### config.mk
export PLATFORM = sky130hd
export DESIGN_NAME = hue_tracker_top
export DESIGN_NICKNAME = d
export VERILOG_FILES = /design/src/hw/tracker_pkg.sv /design/src/hw/vga_timing.sv /design/src/hw/hue_pipe.sv /design/src/hw/magenta_tracker.sv /design/src/hw/marker_overlay.sv /design/src/hw/hue_readout.sv /design/src/hw/hue_tracker_top.sv
export SDC_FILE = /design/constraint.sdc
export NUM_CORES = 1
export LEC_CHECK = 0
export ABC_AREA = 1
export BUFFER_PORTS_ARGS = -buffer_cell sky130_fd_sc_hd__buf_2
export CAP_MARGIN = 20
export CORE_ASPECT_RATIO = 1.1
export CORE_MARGIN = 2
export CORE_UTILIZATION = 55
export DETAILED_ROUTE_END_ITERATION = 8
export PLACE_DENSITY = 0.76
export SYNTH_ARGS = -nofsm -noshare
export SYNTH_HDL_FRONTEND = slang
export SYNTH_SLANG_ARGS = --single-unit
### constraint.sdc
create_clock -name VGA_CLK -period 38.1 [get_ports VGA_CLK]
set_input_delay 1.905 -clock VGA_CLK [delete_from_list [all_inputs] [get_ports VGA_CLK]]
set_output_delay 1.905 -clock VGA_CLK [all_outputs]
set_load 0.03 [all_outputs]
### src/hw/tracker_pkg.sv
`default_nettype none

package tracker_pkg;

	// ========================================
	// Pixel and raster types
	// ========================================

	typedef struct packed {
		logic [7:0] r;
		logic [7:0] g;
		logic [7:0] b;
	} rgb_t;

	// Raster coordinate, column then line
	typedef struct packed {
		logic [9:0] x;
		logic [9:0] y;
	} pos_t;

	// Hue in degrees, 0 to 359
	typedef logic [8:0] hue_t;

	// One pixel slot, valid on the cycle its colour is present
	typedef struct packed {
		pos_t pos;
		logic active;
		logic hs_n;
		logic vs_n;
		logic frame_start;
	} beat_t;

	// ========================================
	// Default 640x480 timing
	// ========================================

	localparam int H_ACTIVE_DEF = 640;
	localparam int H_FRONT_DEF  = 16;
	localparam int H_SYNC_DEF   = 96;
	localparam int H_BACK_DEF   = 48;

	localparam int V_ACTIVE_DEF = 480;
	localparam int V_FRONT_DEF  = 10;
	localparam int V_SYNC_DEF   = 2;
	localparam int V_BACK_DEF   = 33;

	// ========================================
	// Detection and marker
	// ========================================

	// Magenta band, both limits exclusive
	localparam int HUE_LO = 280;
	localparam int HUE_HI = 320;

	// Consecutive band pixels needed for a run
	localparam int RUN_MIN = 21;

	localparam int   MARK_RADIUS = 4;
	localparam rgb_t MARK_COLOR  = '{r: 8'd255, g: 8'd0, b: 8'd255};

endpackage

`default_nettype wire

### src/hw/vga_timing.sv
`default_nettype none

module vga_timing import tracker_pkg::*; #(
	parameter int H_ACTIVE = H_ACTIVE_DEF,
	parameter int H_FRONT  = H_FRONT_DEF,
	parameter int H_SYNC   = H_SYNC_DEF,
	parameter int H_BACK   = H_BACK_DEF,
	parameter int V_ACTIVE = V_ACTIVE_DEF,
	parameter int V_FRONT  = V_FRONT_DEF,
	parameter int V_SYNC   = V_SYNC_DEF,
	parameter int V_BACK   = V_BACK_DEF
) (
	input  wire logic  VGA_CLK,
	input  wire logic  reset,
	output logic       pixel_req,
	output beat_t      beat
);

	// Active area first, then front porch, sync, back porch
	localparam int H_SYNC_START = H_ACTIVE + H_FRONT;
	localparam int H_SYNC_END   = H_SYNC_START + H_SYNC;
	localparam int H_TOTAL      = H_SYNC_END + H_BACK;
	localparam int V_SYNC_START = V_ACTIVE + V_FRONT;
	localparam int V_SYNC_END   = V_SYNC_START + V_SYNC;
	localparam int V_TOTAL      = V_SYNC_END + V_BACK;

	logic       run;
	logic [9:0] h_cnt;
	logic [9:0] v_cnt;
	beat_t      slot;

	// ========================================
	// Counters
	// ========================================

	// Counters hold at (0,0) for one cycle after reset so that
	// the first request lands on the top-left pixel
	always_ff @(posedge VGA_CLK) begin
		if (reset) begin
			run   <= 1'b0;
			h_cnt <= '0;
			v_cnt <= '0;
		end else begin
			run <= 1'b1;
			if (run) begin
				if (h_cnt == 10'(H_TOTAL - 1)) begin
					h_cnt <= '0;
					if (v_cnt == 10'(V_TOTAL - 1))
						v_cnt <= '0;
					else
						v_cnt <= v_cnt + 10'd1;
				end else begin
					h_cnt <= h_cnt + 10'd1;
				end
			end
		end
	end

	// ========================================
	// Request and slot
	// ========================================

	assign pixel_req = run && (h_cnt < H_ACTIVE) && (v_cnt < V_ACTIVE);

	always_comb begin
		slot.pos.x       = h_cnt;
		slot.pos.y       = v_cnt;
		slot.active      = pixel_req;
		slot.hs_n        = !((h_cnt >= H_SYNC_START) && (h_cnt < H_SYNC_END));
		slot.vs_n        = !((v_cnt >= V_SYNC_START) && (v_cnt < V_SYNC_END));
		slot.frame_start = run && (h_cnt == '0) && (v_cnt == '0);
	end

	// Delay by one so the slot lines up with the returned colour
	always_ff @(posedge VGA_CLK) begin
		if (reset) begin
			beat <= '{pos: '0, active: 1'b0, hs_n: 1'b1, vs_n: 1'b1, frame_start: 1'b0};
		end else begin
			beat <= slot;
		end
	end

	// Requests never overlap a sync pulse and stay inside the raster
	a_req_in_active: assert property (@(posedge VGA_CLK) disable iff (reset)
		pixel_req |-> (slot.hs_n && slot.vs_n && h_cnt < H_TOTAL && v_cnt < V_TOTAL));

endmodule

`default_nettype wire

### src/hw/hue_pipe.sv
`default_nettype none

module hue_pipe import tracker_pkg::*; (
	input  wire logic  VGA_CLK,
	input  wire logic  reset,
	input  wire rgb_t  pixel_in,
	input  wire beat_t beat,
	output hue_t       hue_out,
	output pos_t       hue_pos,
	output logic       hue_valid
);

	localparam logic [1:0] CH_RED   = 2'd0;
	localparam logic [1:0] CH_GREEN = 2'd1;
	localparam logic [1:0] CH_BLUE  = 2'd2;

	// Stage 1 results
	logic [1:0]        dom_c;
	logic [7:0]        max_c;
	logic [7:0]        min_c;
	logic signed [8:0] diff_c;
	logic [1:0]        s1_dom;
	logic [7:0]        s1_delta;
	logic signed [8:0] s1_diff;
	pos_t              s1_pos;
	logic              s1_valid;

	// Stage 2 results
	logic signed [15:0] prod_c;
	logic signed [15:0] quot_c;
	logic [1:0]         s2_dom;
	logic signed [7:0]  s2_q;
	logic               s2_grey;
	pos_t               s2_pos;
	logic               s2_valid;

	// Stage 3
	logic signed [9:0] base_c;
	logic signed [9:0] sum_c;
	hue_t              hue_c;

	// ========================================
	// Stage 1: extremes and dominant channel
	// ========================================

	// Ties go to blue, then green, then red
	always_comb begin
		if (pixel_in.b >= pixel_in.r && pixel_in.b >= pixel_in.g) begin
			dom_c  = CH_BLUE;
			max_c  = pixel_in.b;
			diff_c = $signed({1'b0, pixel_in.r}) - $signed({1'b0, pixel_in.g});
		end else if (pixel_in.g >= pixel_in.r) begin
			dom_c  = CH_GREEN;
			max_c  = pixel_in.g;
			diff_c = $signed({1'b0, pixel_in.b}) - $signed({1'b0, pixel_in.r});
		end else begin
			dom_c  = CH_RED;
			max_c  = pixel_in.r;
			diff_c = $signed({1'b0, pixel_in.g}) - $signed({1'b0, pixel_in.b});
		end
		min_c = pixel_in.r;
		if (pixel_in.g < min_c)
			min_c = pixel_in.g;
		if (pixel_in.b < min_c)
			min_c = pixel_in.b;
	end

	always_ff @(posedge VGA_CLK) begin
		s1_dom   <= dom_c;
		s1_delta <= max_c - min_c;
		s1_diff  <= diff_c;
		s1_pos   <= beat.pos;
	end

	// ========================================
	// Stage 2: scaled difference over range
	// ========================================

	// Signed divide truncates toward zero, quotient stays within +-60
	always_comb begin
		prod_c = s1_diff * 16'sd60;
		if (s1_delta == '0)
			quot_c = '0;
		else
			quot_c = prod_c / $signed({8'd0, s1_delta});
	end

	always_ff @(posedge VGA_CLK) begin
		s2_dom  <= s1_dom;
		s2_q    <= quot_c[7:0];
		s2_grey <= (s1_delta == '0);
		s2_pos  <= s1_pos;
	end

	// ========================================
	// Stage 3: base offset and wrap
	// ========================================

	always_comb begin
		case (s2_dom)
			CH_GREEN: base_c = 10'sd120;
			CH_BLUE:  base_c = 10'sd240;
			default:  base_c = 10'sd0;
		endcase
		sum_c = base_c + {{2{s2_q[7]}}, s2_q};
		if (sum_c < 0)
			sum_c = sum_c + 10'sd360;
		hue_c = s2_grey ? '0 : sum_c[8:0];
	end

	always_ff @(posedge VGA_CLK) begin
		hue_out <= hue_c;
		hue_pos <= s2_pos;
	end

	// Valid bits travel alongside the payload
	always_ff @(posedge VGA_CLK) begin
		if (reset) begin
			s1_valid  <= 1'b0;
			s2_valid  <= 1'b0;
			hue_valid <= 1'b0;
		end else begin
			s1_valid  <= beat.active;
			s2_valid  <= s1_valid;
			hue_valid <= s2_valid;
		end
	end

	a_hue_range: assert property (@(posedge VGA_CLK) disable iff (reset)
		beat.active |-> ##3 (hue_valid && hue_out < 9'd360));

endmodule

`default_nettype wire

### src/hw/magenta_tracker.sv
`default_nettype none

module magenta_tracker import tracker_pkg::*; (
	input  wire logic VGA_CLK,
	input  wire logic reset,
	input  wire hue_t hue_out,
	input  wire pos_t hue_pos,
	input  wire logic hue_valid,
	input  wire logic frame_start,
	output pos_t      shown_pos,
	output hue_t      shown_hue,
	output logic      shown_valid
);

	localparam int CW = $clog2(RUN_MIN + 1);

	logic [CW-1:0] run_cnt;
	logic [CW-1:0] cnt_next;
	logic          in_band;
	logic          qualify;
	pos_t          work_pos;
	hue_t          work_hue;
	logic          work_valid;

	// ========================================
	// Run detection
	// ========================================

	assign in_band = (hue_out > HUE_LO) && (hue_out < HUE_HI);

	// Saturates at RUN_MIN so every later band pixel still qualifies
	always_comb begin
		if (run_cnt == CW'(RUN_MIN))
			cnt_next = run_cnt;
		else
			cnt_next = run_cnt + 1'b1;
	end

	assign qualify = hue_valid && in_band && (cnt_next == CW'(RUN_MIN));

	// Blanking slots leave the count alone
	always_ff @(posedge VGA_CLK) begin
		if (reset)
			run_cnt <= '0;
		else if (frame_start)
			run_cnt <= '0;
		else if (hue_valid)
			run_cnt <= in_band ? cnt_next : '0;
	end

	// ========================================
	// Working and shown copies
	// ========================================

	always_ff @(posedge VGA_CLK) begin
		if (qualify && !frame_start) begin
			work_pos <= hue_pos;
			work_hue <= hue_out;
		end
		if (frame_start) begin
			shown_pos <= work_pos;
			shown_hue <= work_hue;
		end
	end

	always_ff @(posedge VGA_CLK) begin
		if (reset) begin
			work_valid  <= 1'b0;
			shown_valid <= 1'b0;
		end else if (frame_start) begin
			shown_valid <= work_valid;
			work_valid  <= 1'b0;
		end else if (qualify) begin
			work_valid <= 1'b1;
		end
	end

	a_cnt_limit: assert property (@(posedge VGA_CLK) disable iff (reset)
		run_cnt <= CW'(RUN_MIN));

endmodule

`default_nettype wire

### src/hw/marker_overlay.sv
`default_nettype none

module marker_overlay import tracker_pkg::*; (
	input  wire logic  VGA_CLK,
	input  wire logic  reset,
	input  wire rgb_t  pixel_in,
	input  wire beat_t beat,
	input  wire pos_t  shown_pos,
	input  wire logic  shown_valid,
	output rgb_t       vga_rgb,
	output logic       vga_hs,
	output logic       vga_vs,
	output logic       vga_blank_n
);

	logic [9:0] dx;
	logic [9:0] dy;
	logic       in_mark;
	rgb_t       rgb_c;

	// ========================================
	// Marker square test
	// ========================================

	// Absolute distances, no wrap at the screen edge
	always_comb begin
		if (beat.pos.x >= shown_pos.x)
			dx = beat.pos.x - shown_pos.x;
		else
			dx = shown_pos.x - beat.pos.x;
		if (beat.pos.y >= shown_pos.y)
			dy = beat.pos.y - shown_pos.y;
		else
			dy = shown_pos.y - beat.pos.y;
	end

	assign in_mark = shown_valid && (dx <= MARK_RADIUS) && (dy <= MARK_RADIUS);

	always_comb begin
		if (!beat.active)
			rgb_c = '0;
		else if (in_mark)
			rgb_c = MARK_COLOR;
		else
			rgb_c = pixel_in;
	end

	// ========================================
	// Output register
	// ========================================

	always_ff @(posedge VGA_CLK) begin
		vga_rgb <= rgb_c;
	end

	// Syncs idle high, active low
	always_ff @(posedge VGA_CLK) begin
		if (reset) begin
			vga_hs      <= 1'b1;
			vga_vs      <= 1'b1;
			vga_blank_n <= 1'b0;
		end else begin
			vga_hs      <= beat.hs_n;
			vga_vs      <= beat.vs_n;
			vga_blank_n <= beat.active;
		end
	end

endmodule

`default_nettype wire

### src/hw/hue_readout.sv
`default_nettype none

module hue_readout import tracker_pkg::*; (
	input  wire hue_t shown_hue,
	input  wire logic shown_valid,
	output logic [6:0] hex0,
	output logic [6:0] hex1,
	output logic [6:0] hex2
);

	logic [8:0] hundreds;
	logic [8:0] tens;
	logic [8:0] ones;

	// Active-low segments, bit 0 is a and bit 6 is g
	function automatic logic [6:0] seg7(input logic [3:0] digit);
		case (digit)
			4'd0:    seg7 = 7'h40;
			4'd1:    seg7 = 7'h79;
			4'd2:    seg7 = 7'h24;
			4'd3:    seg7 = 7'h30;
			4'd4:    seg7 = 7'h19;
			4'd5:    seg7 = 7'h12;
			4'd6:    seg7 = 7'h02;
			4'd7:    seg7 = 7'h78;
			4'd8:    seg7 = 7'h00;
			4'd9:    seg7 = 7'h10;
			default: seg7 = 7'h7F;
		endcase
	endfunction

	// ========================================
	// Decimal split
	// ========================================

	always_comb begin
		hundreds = shown_hue / 9'd100;
		tens     = (shown_hue / 9'd10) % 9'd10;
		ones     = shown_hue % 9'd10;
	end

	// All segments off until a run has been tracked
	always_comb begin
		if (shown_valid) begin
			hex0 = seg7(ones[3:0]);
			hex1 = seg7(tens[3:0]);
			hex2 = seg7(hundreds[3:0]);
		end else begin
			hex0 = 7'h7F;
			hex1 = 7'h7F;
			hex2 = 7'h7F;
		end
	end

endmodule

`default_nettype wire

### src/hw/hue_tracker_top.sv
`default_nettype none

module hue_tracker_top import tracker_pkg::*; #(
	parameter int H_ACTIVE = H_ACTIVE_DEF,
	parameter int H_FRONT  = H_FRONT_DEF,
	parameter int H_SYNC   = H_SYNC_DEF,
	parameter int H_BACK   = H_BACK_DEF,
	parameter int V_ACTIVE = V_ACTIVE_DEF,
	parameter int V_FRONT  = V_FRONT_DEF,
	parameter int V_SYNC   = V_SYNC_DEF,
	parameter int V_BACK   = V_BACK_DEF
) (
	input  wire logic  VGA_CLK,
	input  wire logic  reset,
	output logic       pixel_req,
	input  wire rgb_t  pixel_in,
	output rgb_t       vga_rgb,
	output logic       vga_hs,
	output logic       vga_vs,
	output logic       vga_blank_n,
	output logic [6:0] hex0,
	output logic [6:0] hex1,
	output logic [6:0] hex2
);

	beat_t beat;
	hue_t  hue_val;
	pos_t  hue_pos;
	logic  hue_valid;
	pos_t  shown_pos;
	hue_t  shown_hue;
	logic  shown_valid;

	// ========================================
	// Raster and hue path
	// ========================================

	vga_timing #(
		.H_ACTIVE(H_ACTIVE),
		.H_FRONT (H_FRONT),
		.H_SYNC  (H_SYNC),
		.H_BACK  (H_BACK),
		.V_ACTIVE(V_ACTIVE),
		.V_FRONT (V_FRONT),
		.V_SYNC  (V_SYNC),
		.V_BACK  (V_BACK)
	) vga_timing_i (
		.VGA_CLK  (VGA_CLK),
		.reset    (reset),
		.pixel_req(pixel_req),
		.beat     (beat)
	);

	hue_pipe hue_pipe_i (
		.VGA_CLK  (VGA_CLK),
		.reset    (reset),
		.pixel_in (pixel_in),
		.beat     (beat),
		.hue_out  (hue_val),
		.hue_pos  (hue_pos),
		.hue_valid(hue_valid)
	);

	magenta_tracker magenta_tracker_i (
		.VGA_CLK    (VGA_CLK),
		.reset      (reset),
		.hue_out    (hue_val),
		.hue_pos    (hue_pos),
		.hue_valid  (hue_valid),
		.frame_start(beat.frame_start),
		.shown_pos  (shown_pos),
		.shown_hue  (shown_hue),
		.shown_valid(shown_valid)
	);

	// ========================================
	// Outputs
	// ========================================

	marker_overlay marker_overlay_i (
		.VGA_CLK    (VGA_CLK),
		.reset      (reset),
		.pixel_in   (pixel_in),
		.beat       (beat),
		.shown_pos  (shown_pos),
		.shown_valid(shown_valid),
		.vga_rgb    (vga_rgb),
		.vga_hs     (vga_hs),
		.vga_vs     (vga_vs),
		.vga_blank_n(vga_blank_n)
	);

	hue_readout hue_readout_i (
		.shown_hue  (shown_hue),
		.shown_valid(shown_valid),
		.hex0       (hex0),
		.hex1       (hex1),
		.hex2       (hex2)
	);

endmodule

`default_nettype wire

==> summary.md <==
| Metric | Value |
|---|---|
| Status | complete, no violations |
| Sequential element share of the synthesized area | 28.2% |
| Fmax | 29.7 MHz |
| Syn Nets | 2845 |
| Synth async-reset ratio | 0% |
| Cell area after synthesis | ~19000 sq um |
| Final-report setup violation count | 0 |
| Routed wire per std cell | 14.1 um |
| Clock Tree Buf Depth | 3 |
| CP most frequent cell | nand2_1 |
| Chip Height | a little under 200 um |
| Diode count | 0 |
| Hold Crit Class | flop to flop |
| Nets@finish | 2920 |
| Die Width | around 180 um |
| DRT Pass-1 Iters | 6 |
| Largest net degree at the start of global routing | 41 |
| CTS tree | built |
| Routed wire length | 43700 um |
| Residual DRC count | 0 |
| Worst-path maximum fanout | 19 |
| Area Growth Syn to Fin | 8.91% |
| Count of cell types in the netlist | 64 |
| Final setup skew | about 0.014 ns |
| Initial Util | 55.6% |
| Register bit count reported by yosys | 238 |
| Die ar. | 36000 sq um |
| DR vias | 16700 |
| DRT antenna net count | 0 |
| CP arrival | about 34 ns |
| CTS Hold Bufs | 0 |
| Type of origin of the critical path | flop |
| DRT iter0 DRCs | 885 |
| Avg Cell Area, Syn | about 7.4 sq um |
| EDFF count, synth | 58 |
| Relative slew slack | a little under two fifths |
| Post_cts resized | 0 |
| Io pins | 75 |
| CTS Buf Count | 26 |
| Rows | 71 |
| Slew @ Worst Pin | 0.935 ns |
| Fraction of layout cells with a size suffix above 1 | approximately a tenth |
| Setup TNS Final | 0 ns |
| RSZ-0062 raised after global routing | no |
| Initial antenna violation count | 0 |
| Max Slew Vio Count | 0 |
| Clock H-tree levels | 1 |
| Final hold violations | 0 |
| Crit Path Class | flop to flop |
| Port-buffer cells | between 70 and 80 |
| First-pass GRT wire length | approximately 73000 um |
| Top_reg_cell synth | dfxtp_1 |
| Min Tclk post-route | 33.62 ns |
| Crit end category | flop |
| Skew-Pair Late Insertion Delay | 0.54 ns |
| Final cycle utilization of the critical path | 88.2% |
| Dpl hpwl | ~35000 um |
| CTS sink count | 238 |
| Max_cap viols | 0 |
| Worst Path Required | roughly 39 ns |
| Core ar. | 34100 sq um |
| Yosys synthesis warning count | 0 |
| Gp weighted congestion | between 0.9 and 1 |
| Clk root buf | clkbuf_16 |
| Post-CTS setup buffer count | 0 |
| Vias in the first global route | 16300 |
| Total grt overflow | 0 |
| Vias per cell | roughly 5.4 |
| CP max stage delay | ~0.46 ns |
| CP max stage cell | nor2_2 |
| Clk slew on worst S/H paths | 0.07 ns |
| Gr usage total | 24.2% |
| Post-Syn Instances | 2563 |
[cells by family after synthesis]
logic type / count (synthesis) / synth area share [%]
adders and majority gates: 256 / 17.6
xor gates and xnor gates: 142 / 6.56
and+or+nand+nor: 1012 / 24.5
DFF: 238 / 28.2
buffers and inverters: 461 / 9.40
AOI/OAI and AO/OA: 448 / 13.4
muxes: 6 / 0.350
[layer usage]
metal  part of all wire, %  up-vias  global-route usage (%)
met5                     0        -                       0
met2                    50      391                    45.1
li1                      -     8566                       -
met4                   4.6        0                    11.5
met1                    42     7637                    27.7
met3                   3.9      110                    2.51
[cells in the mapped netlist, types with 3 or more instances]
cell type,number,area (sq um)
a21oi_1,151,756
nand2_1,494,1850
a221oi_1,9,78.8
nand4_1,29,181
mux2_2,5,56.3
nor2_4,8,90.1
or2_1,3,18.8
buf_6,5,56.3
a211oi_1,7,52.6
nor4_1,12,75.1
xnor2_1,48,420
a2111oi_0,3,26.3
nand2_2,25,156
nand3b_1,13,97.6
nor3b_1,3,22.5
nor3_1,30,150
nand3_2,17,170
o311ai_0,4,35.0
a21o_1,27,203
o21a_1,5,37.5
a31oi_1,13,81.3
edfxtp_1,58,1740
o31ai_1,7,52.6
fa_1,17,340
inv_1,409,1540
and2_1,7,43.8
nor2_1,198,743
xor2_1,94,823
nand2_4,5,56.3
ha_1,239,2990
clkbuf_1,28,105
or2_2,26,163
o21bai_1,13,97.6
o21ai_0,169,846
o21ai_1,18,90.1
nand3_4,5,87.6
dfxtp_1,180,3600
o211ai_1,7,52.6
nand3_1,122,611
nor2_2,6,37.5
inv_2,11,41.3
[metrics by stage]
stage,instance area [sq um],worst slack (ns),utilization (%),hold WS [ns],instances
after global placement,19800,6.45,58.0,0.310,3048
after detailed placement,19800,4.78,58.0,0.313,3048
after floorplan,19000,8.40,-,0.310,2563
after global routing,20600,0.788,60.5,0.330,3096
final,20600,4.48,60.5,0.320,3096
after CTS,20600,4.62,60.5,0.326,3096
[worst max-delay path: cells and delay by family (launching register included)]
family | cells | cell delay (ns)
flip-flops | 1 | 0.45
buffers and inverters | 27 | 2.62
adder cells (fa/ha/maj) | 22 | 6.41
XOR/XNOR | 1 | 0.20
AO/OA/AOI/OAI | 70 | 12.89
AND/OR/NAND/NOR | 89 | 10.95
[worst paths after layout]
path / cells after the start / slack [ns] / to / start
max: 209 / 4.48 / hue_pipe_i.s2_q[4] / hue_pipe_i.s1_diff[0]
min: 0 / 0.32 / hue_pipe_i.hue_pos[4] / hue_pipe_i.s2_pos[4]
max reg2reg: 209 / 4.48 / hue_pipe_i.s2_q[4] / hue_pipe_i.s1_diff[0]
min reg2reg: 0 / 0.32 / hue_pipe_i.hue_pos[4] / hue_pipe_i.s2_pos[4]
[registers in the layout, indices dropped and copies added (netlist names), 9 cells and up]
signal                       flops
hue_pipe_i.hue_out               9
hue_pipe_i.hue_pos              20
hue_pipe_i.s1_diff               9
hue_pipe_i.s1_pos               20
hue_pipe_i.s2_pos               20
magenta_tracker_i.shown_hue      9
magenta_tracker_i.shown_pos     20
magenta_tracker_i.work_hue       9
magenta_tracker_i.work_pos      20
marker_overlay_i.vga_rgb        24
vga_timing_i.beat               24
vga_timing_i.h_cnt              10
vga_timing_i.v_cnt              10
[placed cells by master (no fill, tap or decap), types with 29 or more instances in the layout]
cell type  instances
a21oi_1          151
buf_2             74
dfxtp_1          180
edfxtp_1          58
ha_1             239
inv_1            409
nand2_1          494
nand3_1          122
nand4_1           29
nor2_1           197
nor3_1            30
o21ai_0          169
xnor2_1           48
xor2_1            94
[layout make-up]
type	count	area, sq um
sequential	238	5350
clock inverter	18	178
multi-input combinational	1864	11800
tap	438	548
clock buffer	30	697
inverter	423	1590
timing repair buffer	85	453
fill	3142	13500
Power is left out: the tool's default activity adds up to more than one toggle a clock period on the data nets, which glitch-free logic cannot reach.
